==> src/bp_defs.svh <==
// Size and register map macros for the branch predictor, included by the package and RTL
`ifndef BP_DEFS_SVH
`define BP_DEFS_SVH

// PC and target width
`define BP_XLEN 32

// Target buffer depth, power of two
`define BP_BTB_ENTRIES 32

// Global history length, pattern table holds 2**BP_GHR_BITS counters
`define BP_GHR_BITS 5

// Register block address width and offsets
`define BP_CSR_ADDR_BITS 2
`define BP_CSR_CTRL 2'd0
`define BP_CSR_MISPRED 2'd1

// CTRL bit positions
`define BP_CTRL_EN_BIT 0
`define BP_CTRL_CLR_BIT 1

`endif

==> src/bp_pkg.sv <==
// Shared types for the branch predictor, referenced by scoped name from the RTL
`include "bp_defs.svh"

package bp_pkg;

    localparam int BTB_IDX_BITS = $clog2(`BP_BTB_ENTRIES);
    localparam int BTB_TAG_BITS = `BP_XLEN - BTB_IDX_BITS - 2; // PC bits above index and byte offset

    // RV32 major opcodes seen by the predictor
    typedef enum logic [6:0] {
        OP_OTHER  = 7'b0000000,
        OP_BRANCH = 7'b1100011,
        OP_JALR   = 7'b1100111,
        OP_JAL    = 7'b1101111
    } opcode_e;

    typedef enum logic [1:0] {
        BK_NONE = 2'd0,
        BK_COND = 2'd1,
        BK_JUMP = 2'd2
    } br_kind_e;

    typedef logic [1:0] ctr_t; // High bit is the direction
    localparam ctr_t CTR_WEAK_NT = 2'b01;

    typedef struct packed {
        logic                    valid;
        br_kind_e                kind;
        logic [BTB_TAG_BITS-1:0] tag;
        logic [`BP_XLEN-1:0]     target;
    } btb_entry_t;

    localparam btb_entry_t BTB_ENTRY_EMPTY = '{valid: 1'b0, kind: BK_NONE, tag: '0, target: '0};

endpackage

==> src/bp_table.sv <==
// Register array with one write port and two unclocked read ports, entry type set per instance
`timescale 1ns/1ps

module bp_table #(
    parameter type    entry_t   = logic [1:0],
    parameter int     DEPTH     = 32,
    parameter entry_t RESET_VAL = '0
) (
    input  logic                     clk,
    input  logic                     arst_n_i,
    input  logic                     we_i,
    input  logic [$clog2(DEPTH)-1:0] waddr_i,
    input  entry_t                   wdata_i,
    input  logic [$clog2(DEPTH)-1:0] raddr_a_i,
    output entry_t                   rdata_a_o,
    input  logic [$clog2(DEPTH)-1:0] raddr_b_i,
    output entry_t                   rdata_b_o
);

    entry_t mem [DEPTH];

    // Every entry starts from a known state so lookups after reset are defined
    always_ff @(posedge clk or negedge arst_n_i) begin
        if (!arst_n_i) begin
            for (int i = 0; i < DEPTH; i++) begin
                mem[i] <= RESET_VAL;
            end
        end else if (we_i) begin
            mem[waddr_i] <= wdata_i;
        end
    end

    assign rdata_a_o = mem[raddr_a_i]; // Lookup port
    assign rdata_b_o = mem[raddr_b_i]; // Update side port

    // A write strobe must always carry a resolved address
    a_waddr_known: assert property (
        @(posedge clk) disable iff (!arst_n_i)
        we_i |-> !$isunknown(waddr_i)
    ) else $error("bp_table write with unknown address");

endmodule

==> src/bp_btb.sv <==
// Tagged direct-mapped branch target buffer with same-cycle write forwarding
`timescale 1ns/1ps
`include "bp_defs.svh"

module bp_btb (
    input  logic                 clk,
    input  logic                 arst_n_i,
    input  logic [`BP_XLEN-1:0]  lookup_pc_i,
    output logic                 hit_o,
    output bp_pkg::br_kind_e     kind_o,
    output logic [`BP_XLEN-1:0]  target_o,
    input  logic                 upd_valid_i,
    input  logic [`BP_XLEN-1:0]  upd_pc_i,
    input  logic [6:0]           upd_op_i,
    input  logic                 upd_taken_i,
    input  logic [`BP_XLEN-1:0]  upd_target_i
);

    localparam int IDX_BITS = bp_pkg::BTB_IDX_BITS;

    logic [IDX_BITS-1:0]           lk_idx;
    logic [bp_pkg::BTB_TAG_BITS-1:0] lk_tag;
    logic [IDX_BITS-1:0]           wr_idx;
    bp_pkg::br_kind_e              upd_kind;
    logic                          install;
    bp_pkg::btb_entry_t            wr_entry;
    bp_pkg::btb_entry_t            rd_entry;
    bp_pkg::btb_entry_t            lk_entry;

    assign lk_idx = lookup_pc_i[IDX_BITS+1:2];
    assign lk_tag = lookup_pc_i[`BP_XLEN-1:IDX_BITS+2];
    assign wr_idx = upd_pc_i[IDX_BITS+1:2];

    always_comb begin
        case (upd_op_i)
            bp_pkg::OP_BRANCH: upd_kind = bp_pkg::BK_COND;
            bp_pkg::OP_JAL,
            bp_pkg::OP_JALR:   upd_kind = bp_pkg::BK_JUMP;
            default:           upd_kind = bp_pkg::BK_NONE;
        endcase
    end

    // Jumps always install, conditional branches only when taken
    assign install = upd_valid_i && (upd_kind != bp_pkg::BK_NONE)
                     && (upd_taken_i || upd_kind == bp_pkg::BK_JUMP);

    assign wr_entry = '{valid:  1'b1,
                        kind:   upd_kind,
                        tag:    upd_pc_i[`BP_XLEN-1:IDX_BITS+2],
                        target: upd_target_i};

    bp_table #(
        .entry_t   (bp_pkg::btb_entry_t),
        .DEPTH     (`BP_BTB_ENTRIES),
        .RESET_VAL (bp_pkg::BTB_ENTRY_EMPTY)
    ) u_btb_tbl (
        .clk       (clk),
        .arst_n_i  (arst_n_i),
        .we_i      (install),
        .waddr_i   (wr_idx),
        .wdata_i   (wr_entry),
        .raddr_a_i (lk_idx),
        .rdata_a_o (rd_entry),
        .raddr_b_i (wr_idx),
        .rdata_b_o ()
    );

    // Forward an install to the same index within the cycle
    assign lk_entry = (install && wr_idx == lk_idx) ? wr_entry : rd_entry;

    assign hit_o    = lk_entry.valid && (lk_entry.tag == lk_tag);
    assign kind_o   = lk_entry.kind;
    assign target_o = lk_entry.target;

    // Only branch kinds are ever installed, so a hit never carries none
    a_hit_has_kind: assert property (
        @(posedge clk) disable iff (!arst_n_i)
        hit_o |-> kind_o != bp_pkg::BK_NONE
    ) else $error("BTB hit with kind none");

endmodule

==> src/bp_gshare.sv <==
// Gshare direction predictor: global history, PC hash and 2-bit counter training
`timescale 1ns/1ps
`include "bp_defs.svh"

module bp_gshare (
    input  logic                    clk,
    input  logic                    arst_n_i,
    input  logic [`BP_XLEN-1:0]     lookup_pc_i,
    output logic [`BP_GHR_BITS-1:0] idx_o,
    output logic                    pred_taken_o,
    input  logic                    upd_valid_i,
    input  logic [6:0]              upd_op_i,
    input  logic                    upd_taken_i,
    input  logic [`BP_GHR_BITS-1:0] upd_idx_i,
    input  logic                    hist_clr_i
);

    localparam int HBITS = `BP_GHR_BITS;
    localparam int DEPTH = 1 << HBITS;

    logic [HBITS-1:0] ghr;
    logic             is_cond;
    bp_pkg::ctr_t     ctr_lk;
    bp_pkg::ctr_t     ctr_old;
    bp_pkg::ctr_t     ctr_new;

    assign is_cond = upd_valid_i && (upd_op_i == bp_pkg::OP_BRANCH);

    // Hash of PC word bits and history
    assign idx_o = lookup_pc_i[HBITS+1:2] ^ ghr;

    bp_table #(
        .entry_t   (bp_pkg::ctr_t),
        .DEPTH     (DEPTH),
        .RESET_VAL (bp_pkg::CTR_WEAK_NT)
    ) u_pht (
        .clk       (clk),
        .arst_n_i  (arst_n_i),
        .we_i      (is_cond),
        .waddr_i   (upd_idx_i),
        .wdata_i   (ctr_new),
        .raddr_a_i (idx_o),
        .rdata_a_o (ctr_lk),
        .raddr_b_i (upd_idx_i),
        .rdata_b_o (ctr_old)
    );

    assign pred_taken_o = ctr_lk[1];

    // Saturating step, held at 0 and 3
    always_comb begin
        ctr_new = ctr_old;
        if (upd_taken_i) begin
            if (ctr_old != 2'b11) begin
                ctr_new = ctr_old + 2'b01;
            end
        end else if (ctr_old != 2'b00) begin
            ctr_new = ctr_old - 2'b01;
        end
    end

    always_ff @(posedge clk or negedge arst_n_i) begin
        if (!arst_n_i) begin
            ghr <= '0;
        end else if (hist_clr_i) begin
            ghr <= '0; // Clear has priority over a shift
        end else if (is_cond) begin
            ghr <= {ghr[HBITS-2:0], upd_taken_i}; // Newest outcome in bit 0
        end
    end

    // A strongly taken counter trained taken again is still strongly taken
    a_ctr_sat_hi: assert property (
        @(posedge clk) disable iff (!arst_n_i)
        (is_cond && upd_taken_i && ctr_old == 2'b11)
            |=> u_pht.mem[$past(upd_idx_i)] == 2'b11
    ) else $error("PHT counter wrapped past 3");

endmodule

==> src/bp_csr.sv <==
// Predictor configuration and status registers: enable, history clear, mispredict count
`timescale 1ns/1ps
`include "bp_defs.svh"

module bp_csr (
    input  logic                         clk,
    input  logic                         arst_n_i,
    input  logic                         csr_we_i,
    input  logic [`BP_CSR_ADDR_BITS-1:0] csr_addr_i,
    input  logic [`BP_XLEN-1:0]          csr_wdata_i,
    output logic [`BP_XLEN-1:0]          csr_rdata_o,
    input  logic                         upd_valid_i,
    input  logic                         upd_mispredict_i,
    output logic                         pred_en_o,
    output logic                         hist_clr_o
);

    logic        wr_ctrl;
    logic        wr_mispred;
    logic        pred_en;
    logic [31:0] mispred_cnt;

    assign wr_ctrl    = csr_we_i && (csr_addr_i == `BP_CSR_CTRL);
    assign wr_mispred = csr_we_i && (csr_addr_i == `BP_CSR_MISPRED);

    always_ff @(posedge clk or negedge arst_n_i) begin
        if (!arst_n_i) begin
            pred_en <= 1'b1; // Predict from reset on
        end else if (wr_ctrl) begin
            pred_en <= csr_wdata_i[`BP_CTRL_EN_BIT];
        end
    end

    // Write-one pulse, history clears on the same edge as the write
    assign hist_clr_o = wr_ctrl && csr_wdata_i[`BP_CTRL_CLR_BIT];

    always_ff @(posedge clk or negedge arst_n_i) begin
        if (!arst_n_i) begin
            mispred_cnt <= '0;
        end else if (wr_mispred) begin
            mispred_cnt <= '0; // Any write clears
        end else if (upd_valid_i && upd_mispredict_i && mispred_cnt != '1) begin
            mispred_cnt <= mispred_cnt + 32'd1;
        end
    end

    always_comb begin
        case (csr_addr_i)
            `BP_CSR_CTRL: begin
                csr_rdata_o = '0;
                csr_rdata_o[`BP_CTRL_EN_BIT] = pred_en; // Clear bit reads as zero
            end
            `BP_CSR_MISPRED: csr_rdata_o = mispred_cnt;
            default:         csr_rdata_o = '0;
        endcase
    end

    assign pred_en_o = pred_en;

endmodule

==> src/bp_top.sv <==
// Branch prediction unit top: BTB, gshare direction and register block
`timescale 1ns/1ps
`include "bp_defs.svh"

module bp_top (
    input  logic                         clk,
    input  logic                         arst_n_i,
    input  logic [`BP_XLEN-1:0]          lookup_pc_i,
    output logic                         pred_taken_o,
    output logic [`BP_XLEN-1:0]          pred_target_o,
    output logic [`BP_GHR_BITS-1:0]      pred_idx_o,
    input  logic                         upd_valid_i,
    input  logic [`BP_XLEN-1:0]          upd_pc_i,
    input  logic [6:0]                   upd_op_i,
    input  logic                         upd_taken_i,
    input  logic [`BP_XLEN-1:0]          upd_target_i,
    input  logic [`BP_GHR_BITS-1:0]      upd_idx_i,
    input  logic                         upd_mispredict_i,
    input  logic                         csr_we_i,
    input  logic [`BP_CSR_ADDR_BITS-1:0] csr_addr_i,
    input  logic [`BP_XLEN-1:0]          csr_wdata_i,
    output logic [`BP_XLEN-1:0]          csr_rdata_o
);

    logic                btb_hit;
    bp_pkg::br_kind_e    btb_kind;
    logic [`BP_XLEN-1:0] btb_target;
    logic                dir_taken;
    logic                pred_en;
    logic                hist_clr;

    bp_btb u_btb (
        .clk(clk), .arst_n_i(arst_n_i),
        .lookup_pc_i(lookup_pc_i),
        .hit_o(btb_hit), .kind_o(btb_kind), .target_o(btb_target),
        .upd_valid_i(upd_valid_i), .upd_pc_i(upd_pc_i), .upd_op_i(upd_op_i),
        .upd_taken_i(upd_taken_i), .upd_target_i(upd_target_i)
    );

    bp_gshare u_gshare (
        .clk(clk), .arst_n_i(arst_n_i),
        .lookup_pc_i(lookup_pc_i), .idx_o(pred_idx_o), .pred_taken_o(dir_taken),
        .upd_valid_i(upd_valid_i), .upd_op_i(upd_op_i), .upd_taken_i(upd_taken_i),
        .upd_idx_i(upd_idx_i), .hist_clr_i(hist_clr)
    );

    bp_csr u_csr (
        .clk(clk), .arst_n_i(arst_n_i),
        .csr_we_i(csr_we_i), .csr_addr_i(csr_addr_i),
        .csr_wdata_i(csr_wdata_i), .csr_rdata_o(csr_rdata_o),
        .upd_valid_i(upd_valid_i), .upd_mispredict_i(upd_mispredict_i),
        .pred_en_o(pred_en), .hist_clr_o(hist_clr)
    );

    // Jumps go on a hit, conditionals need the counter as well
    assign pred_taken_o  = pred_en && btb_hit
                           && (btb_kind == bp_pkg::BK_JUMP
                               || (btb_kind == bp_pkg::BK_COND && dir_taken));
    assign pred_target_o = pred_taken_o ? btb_target : '0;

endmodule

==> config.mk <==
export PLATFORM = sky130hd
export DESIGN_NAME = bp_top
export DESIGN_NICKNAME = d
export VERILOG_FILES = /design/src/bp_pkg.sv /design/src/bp_table.sv /design/src/bp_btb.sv /design/src/bp_gshare.sv /design/src/bp_csr.sv /design/src/bp_top.sv
export VERILOG_INCLUDE_DIRS = /design/src
export SDC_FILE = /design/constraint.sdc
export NUM_CORES = 2
export LEC_CHECK = 0
export BUFFER_PORTS_ARGS = -buffer_cell sky130_fd_sc_hd__buf_4
export CORE_ASPECT_RATIO = 2
export CORE_UTILIZATION = 45
export CTS_BUF_LIST = sky130_fd_sc_hd__clkbuf_4 sky130_fd_sc_hd__clkbuf_8
export DETAILED_ROUTE_END_ITERATION = 10
export PLACE_DENSITY = 0.69
export SLEW_MARGIN = 15
export SYNTH_ARGS = -nofsm -noshare
export SYNTH_HDL_FRONTEND = slang
export SYNTH_SLANG_ARGS = --single-unit
==> constraint.sdc <==
create_clock -name clk -period 5.2 [get_ports clk]
set_input_delay 0.52 -clock clk [delete_from_list [all_inputs] [get_ports clk]]
set_output_delay 0.52 -clock clk [all_outputs]
set_load 0.01 [all_outputs]
# Yosys cells after proc, flatten, opt, wreduce, memory -nomap -nowiden
# Cells that the tools add are included.
[op_classes]
addsub = 3
n_lt_le_gt_ge = 6
eq_ne = 11
n_mux = 26
n_bitwise = 5
n_reduce_logical = 23
[op_table]
columns = ["op", "count"]
rows = [
  ["$bwmux 1920", 1],
  ["$bmux 60 s5", 1],
  ["$demux 60 s5", 1],
  ["$mux 60", 4],
  ["$mux 32", 3],
  ["$bwmux 64", 1],
  ["$pmux 32 s2", 1],
  ["$add 32x1->32 const B", 1],
  ["$ne 32x32->1 const B", 1],
  ["$eq 25x25->1", 1],
  ["$ge 6x6->1 const B", 4],
  ["$not 5->6", 4],
  ["$eq 7x7->1 const B", 3],
  ["$bmux 2 s5", 2],
  ["$mux 2", 8],
  ["$logic_and 1x1->1", 15],
  ["$lt 6x1->1 const B", 2],
  ["$demux 2 s5", 1],
  ["$mux 5", 2],
  ["$reduce_bool 2->1", 4],
  ["$eq 5x5->1", 1],
  ["$xor 5x5->5", 1],
  ["$eq 2x1->1 const B", 2],
  ["$eq 2x2->1 const B", 2],
  ["7 further kinds", 8],
]
[totals]
reg_bits = 2022
in_bits = 148

# Longest topological paths before layout
[logic_depth]
ltp_word = 13
mapped_depth = 19
mapped_depth_nobuf = 10

# Hierarchy
# Synthesis repeated with hierarchy kept, for this count alone.
[unflattened]
hier_cells = 9438
area_unflattened_um2 = 112899.5
[by_module_without_submodules]
columns = ["mod", "instances", "cells_each", "area_per_inst_um2"]
rows = [
  ["bp_table (u_btb.u_btb_tbl)", 1, 8607, 104841.8],
  ["bp_table (u_gshare.u_pht)", 1, 327, 3853.7],
  ["bp_csr", 1, 252, 2117.0],
  ["bp_btb", 1, 141, 1168.6],
  ["bp_top", 1, 83, 609.3],
  ["bp_gshare", 1, 28, 309.0],
]

# Least setup slack after synthesis
# No wires, ideal clock.
[synth_path]
kind = "in2out"
start = "input lookup_pc_i[2]"
end = "output pred_target_o[10]"
arrival_time_ps = 3668
required_ps = 4680
path_slack_ps = 1012
stages = 15
n_path_buf = 7
cell_sequence = "buf_4 -> buf_8 -> buf_8 -> buf_6 -> buf_2 -> mux4_2 -> o21ai_1 -> nand2_1 -> o31a_1 -> a221oi_1 -> nand4_1 -> or4_1 -> buf_2 -> buf_6 -> nor4_2"
[synth_between]
elab_chain_len = 10
[synth_lines]
columns = ["item", "line", "source"]
rows = [
  ["start, declared", "bp_top.sv:8", "input logic [`BP_XLEN-1:0] lookup_pc_i,"],
  ["$not 5->6 (implied by the code)", "bp_table.sv:33", "assign rdata_a_o = mem[raddr_a_i];"],
  ["$bmux 60 s5", "bp_table.sv:33", ""],
  ["$mux 60 (implied by the code) (2 in series)", "bp_table.sv:33", ""],
  ["$mux 60", "bp_btb.sv:69", "assign lk_entry = (install && wr_idx == lk_idx) ? wr_entry : rd_entry;"],
  ["$eq 25x25->1 / $eq 2x1->1 (equally long branches)", "bp_btb.sv:71, bp_top.sv:58", ""],
  ["$logic_and 1x1->1, on equally long branches", "bp_btb.sv:71, bp_top.sv:58", ""],
  ["$logic_and 1x1->1 / $logic_or 1x1->1 (equally long branches)", "bp_top.sv:56, bp_top.sv:58", ""],
  ["$logic_and 1x1->1", "bp_top.sv:57", "&& (btb_kind == bp_pkg::BK_JUMP"],
  ["$mux 32 (*)", "bp_top.sv:59", "assign pred_target_o = pred_taken_o ? btb_target : '0;"],
  ["end, declared", "bp_top.sv:10", "output logic [`BP_XLEN-1:0] pred_target_o,"],
]
# Every way passes the cells marked *; elsewhere a longest branch is shown, timed or not. The select of a mux whose other input is x is not followed.

# Final worst setup path
[layout_path]
start = "input upd_valid_i"
end = "output pred_target_o[3]"
[layout_between]
elab_chain_len = 9
[layout_lines]
columns = ["item", "line", "source"]
rows = [
  ["start, declared", "bp_top.sv:12", "input logic upd_valid_i,"],
  ["$logic_and 1x1->1 (*)", "bp_btb.sv:44", "assign install = upd_valid_i && (upd_kind != bp_pkg::BK_NONE)"],
  ["$logic_and 1x1->1 (*)", "bp_btb.sv:45", "&& (upd_taken_i || upd_kind == bp_pkg::BK_JUMP);"],
  ["$logic_and 1x1->1 (*)", "bp_btb.sv:69", ""],
  ["$mux 60 (*)", "bp_btb.sv:69", ""],
  ["$eq 25x25->1 / $eq 2x1->1 (equally long branches)", "bp_btb.sv:71, bp_top.sv:58", ""],
  ["$logic_and 1x1->1, on equally long branches", "bp_btb.sv:71, bp_top.sv:58", ""],
  ["$logic_and 1x1->1 / $logic_or 1x1->1 (equally long branches)", "bp_top.sv:56, bp_top.sv:58", ""],
  ["$logic_and 1x1->1", "bp_top.sv:57", ""],
  ["$mux 32 (*)", "bp_top.sv:59", ""],
]
# Every way passes the cells marked *; elsewhere a longest branch is shown, timed or not.

==> metrics.txt <==
FF+latch area=about 51000 um2; syn_area_per_cell=about 14 um2; row count=approximately 240; RePlAce Congestion=around 0.9; pre-CTS setup slack=roughly 0.055 ns; synthesized flop and latch total=slightly above 2000; die width=~320 um; WS Path Type=input port to primary output; die height=~640 um; vias per cell=5.98; leak pwr=about 52 nW; VDD IR max=approximately 0.18 mV; initial antenna violation count=24; Synth area leaders=dfrtp_1 (54%), mux2_2 (19%), mux4_2 (11%), mux2i_1 (3.1%), nand2_1 (2.7%); CP Max Fanout=17; top-area cell type share of the netlist area=0.536; Detailed Routing Iterations Pass 1=6; initial DRC count=around 4400; crit path max-delay cell type=or4_4; status=complete, but fails checks; failing checks=negative setup slack; leading cell type in the layout, fill and taps excluded=dfrtp_1; number of I/O pins=218; part of the power in combinational logic=0.064; Synthesized Nets=between 6000 and 7000; nets=7024; Crit path largest cell delay=between 0.5 and 0.6 ns; CTS tree=done; Post-Syn Area=just over 90000 um2; Yosys warnings=0; drt total wl=roughly 280 mm; share of layout cells above drive strength 1=0.434; Layout area overhead=13.1%; H-tree depth=5; Internal Power=approximately 24 mW; Slew Viols, Final=0; DR vias=around 59000; asr flop ratio synth=1.00; post-synthesis sequential area ratio=0.545; top cell family by delay on the critical path=buffers and inverters; Tot Pwr=approximately 31 mW; crit share post-route=1.01; DRC Markers=0; most common flop cell mapped by yosys=dfrtp_1; Overall Global Routing Usage=0.266; Finish-stage setup viols=22; sequential share of power=0.511; Worst Skew=0.0321 ns; Required @ worst endpoint=around 4.7 ns; number of flops mapped to enable cells by yosys=0; Hold Crit Class=input port to flop; Buffers & Inverters on Critical Path=6; Least-Margin Pin Slew=about 1.4 ns; Max Cap Viol=0; RSZ-0062 raised after global routing=true; post-route insts no fill=between 9000 and 10000; WHS=approximately 0.09 ns; multi-input logic area=40100 um2; critical-path cell list=dlygate4sd3_1 -> buf_4 -> o2111ai_1 -> buf_4 -> or3_4 -> mux2i_1 -> xor2_1 -> o21ai_1 -> or4_4 -> buf_12 -> buf_16 -> nor4_4 -> buf_4; Filler Cell Count=17091; Clk Tree Root Cell=clkbuf_8; GRT overflow=0; crit end category=primary output; worst skew pair latency=between 0.9 and 1 ns; switching portion of total power=0.242; Switch Pwr=~7.6 mW; most used cell along the critical path=buf_4; PD cells=298 nW/um2; Post-DRT Antenna Nets=0; Distinct cells, synth=70; largest net degree at the start of global routing=between 150 and 200; Yosys top cell by area=dfrtp_1; vias in the first global route=between 60000 and 70000; startpoint types=input port; clock buffer depth=4; clock sinks=about 2000; Final HPWL DP=165 mm; count of final hold-check violations=0; initial core utilization=0.453; FMAX=approximately 190 MHz; first-pass GRT wire length=between 400 and 500 mm; drt wl/cell=28.0 um; WP data arrival=between 4 and 5 ns; CORE AREA=between 200000 and 250000 um2; clk slew on worst S/H paths=about 0.07 ns; Placed Cells=around 9000; PnR worst setup slack=-0.0719 ns; post-layout util=0.513; commonest non-fill, non-tap cells in the layout=dfrtp_1 (1988), mux2_2 (1568), nand2_1 (637); Final Critical Period=5.27 ns; Inserted Clock Buffers=about 290; Syn Inst Count=between 6000 and 7000; clock group share of total power=0.426; Die Area=between 200000 and 250000 um2; Port Buffers=183; slew margin rel.=0.0458
==> power by group through the flow <==
stage / sequential [mW] / combinational, mW / clock [mW]
after floorplan: 16.2 / 0.996 / 0
after global placement: 16.3 / 1.88 / 0
after detailed placement: 16.3 / 1.93 / 0
after CTS: 16.0 / 1.99 / 13.6
after global routing: 16.0 / 2.14 / 14.2
final: 16.0 / 1.99 / 13.3
==> routing by layer <==
metal,routed length (um),global-route usage,up-vias
met1,100000,0.306,31174
met4,17100,0.148,22
met5,156,0,-
li1,-,-,24726
met2,142000,0.466,1995
met3,15600,0.0433,783
==> cells in the mapped netlist (29+ instances only) <==
cell and instances:
mux2i_1 291, and2_1 36, dfstp_2 33, a221oi_1 32
clkbuf_1 523, mux4_2 439, nand3_1 110, nand2b_1 40
dfrtp_1 1989, a22oi_1 107, mux2_2 1568, nand2_1 664
xor2_1 37, buf_2 50, nor4_2 29, nor2_1 95
o21ai_0 391
==> final cells by class <==
class                   instances  area share
flip-flops and latches       2022       0.482
inverters                      22    0.000834
clock inverters                39     0.00366
clock buffers                 455      0.0539
well taps                    2725      0.0325
multi-input cells            4040       0.382
repair buffers                502      0.0448
diodes                         11    0.000262
==> registers in the layout (all words and copies together), names as in the netlist <==
signal	cells
u_gshare.u_pht.mem	64
u_csr.mispred_cnt	32
u_btb.u_btb_tbl.mem	1920
u_gshare.ghr	5
u_csr.pred_en_o	1
==> through the flow <==
stage	cell area [um2]	setup TNS [ns]
final	105000	-0.750
after detailed placement	97800	0
after floorplan	92900	0
after global placement	97800	0
after CTS	105000	-1.36
after global routing	105000	-2.43
==> cell families after synthesis <==
| logic type | count (synthesis) | synth area share |
|---|---|---|
| compound gates | 617 | 0.0391 |
| mux | 2298 | 0.328 |
| fa+ha+maj | 3 | 0.000350 |
| flops | 2022 | 0.545 |
| simple gates | 1066 | 0.0523 |
| buf+inv | 658 | 0.0302 |
| xor+xnor | 56 | 0.00528 |
==> path summary, 6_finish.rpt <==
path / from / depth (start not counted) / slack (ns) / end
setup / recovery: upd_valid_i / 13 / -0.07 / pred_target_o[3]
min in group asynchronous: arst_n_i / 2 / 0.33 / u_btb.u_btb_tbl.mem[98]
hold reg to reg: u_btb.u_btb_tbl.mem[839] / 1 / 0.46 / u_btb.u_btb_tbl.mem[839]
hold / removal: upd_pc_i[17] / 3 / 0.09 / u_btb.u_btb_tbl.mem[1842]
setup reg to reg: u_csr.mispred_cnt[14] / 9 / 2.01 / u_csr.mispred_cnt[17]
max in group asynchronous: arst_n_i / 3 / 3.17 / u_btb.u_btb_tbl.mem[652]
==> repair_timing <==
action                                 CTS  global route
pin swaps                                6            23
gates resized for setup                 27            25
cloned                                   2             1
setup endpoints to repair               33            33
endpoints found under the hold margin  176             0
buffers inserted                        10             5
hold buffers                            62             0
==> worst reg2reg max path: cells and delay by family, from the launching register on <==
kind | cells | cell delay, ns
DFF | 1 | 0.45
xor gates and xnor gates | 1 | 0.17
and+or+nand+nor | 7 | 1.75
AOI/OAI and AO/OA | 1 | 0.68
Power figures use the tool's default switching activity.
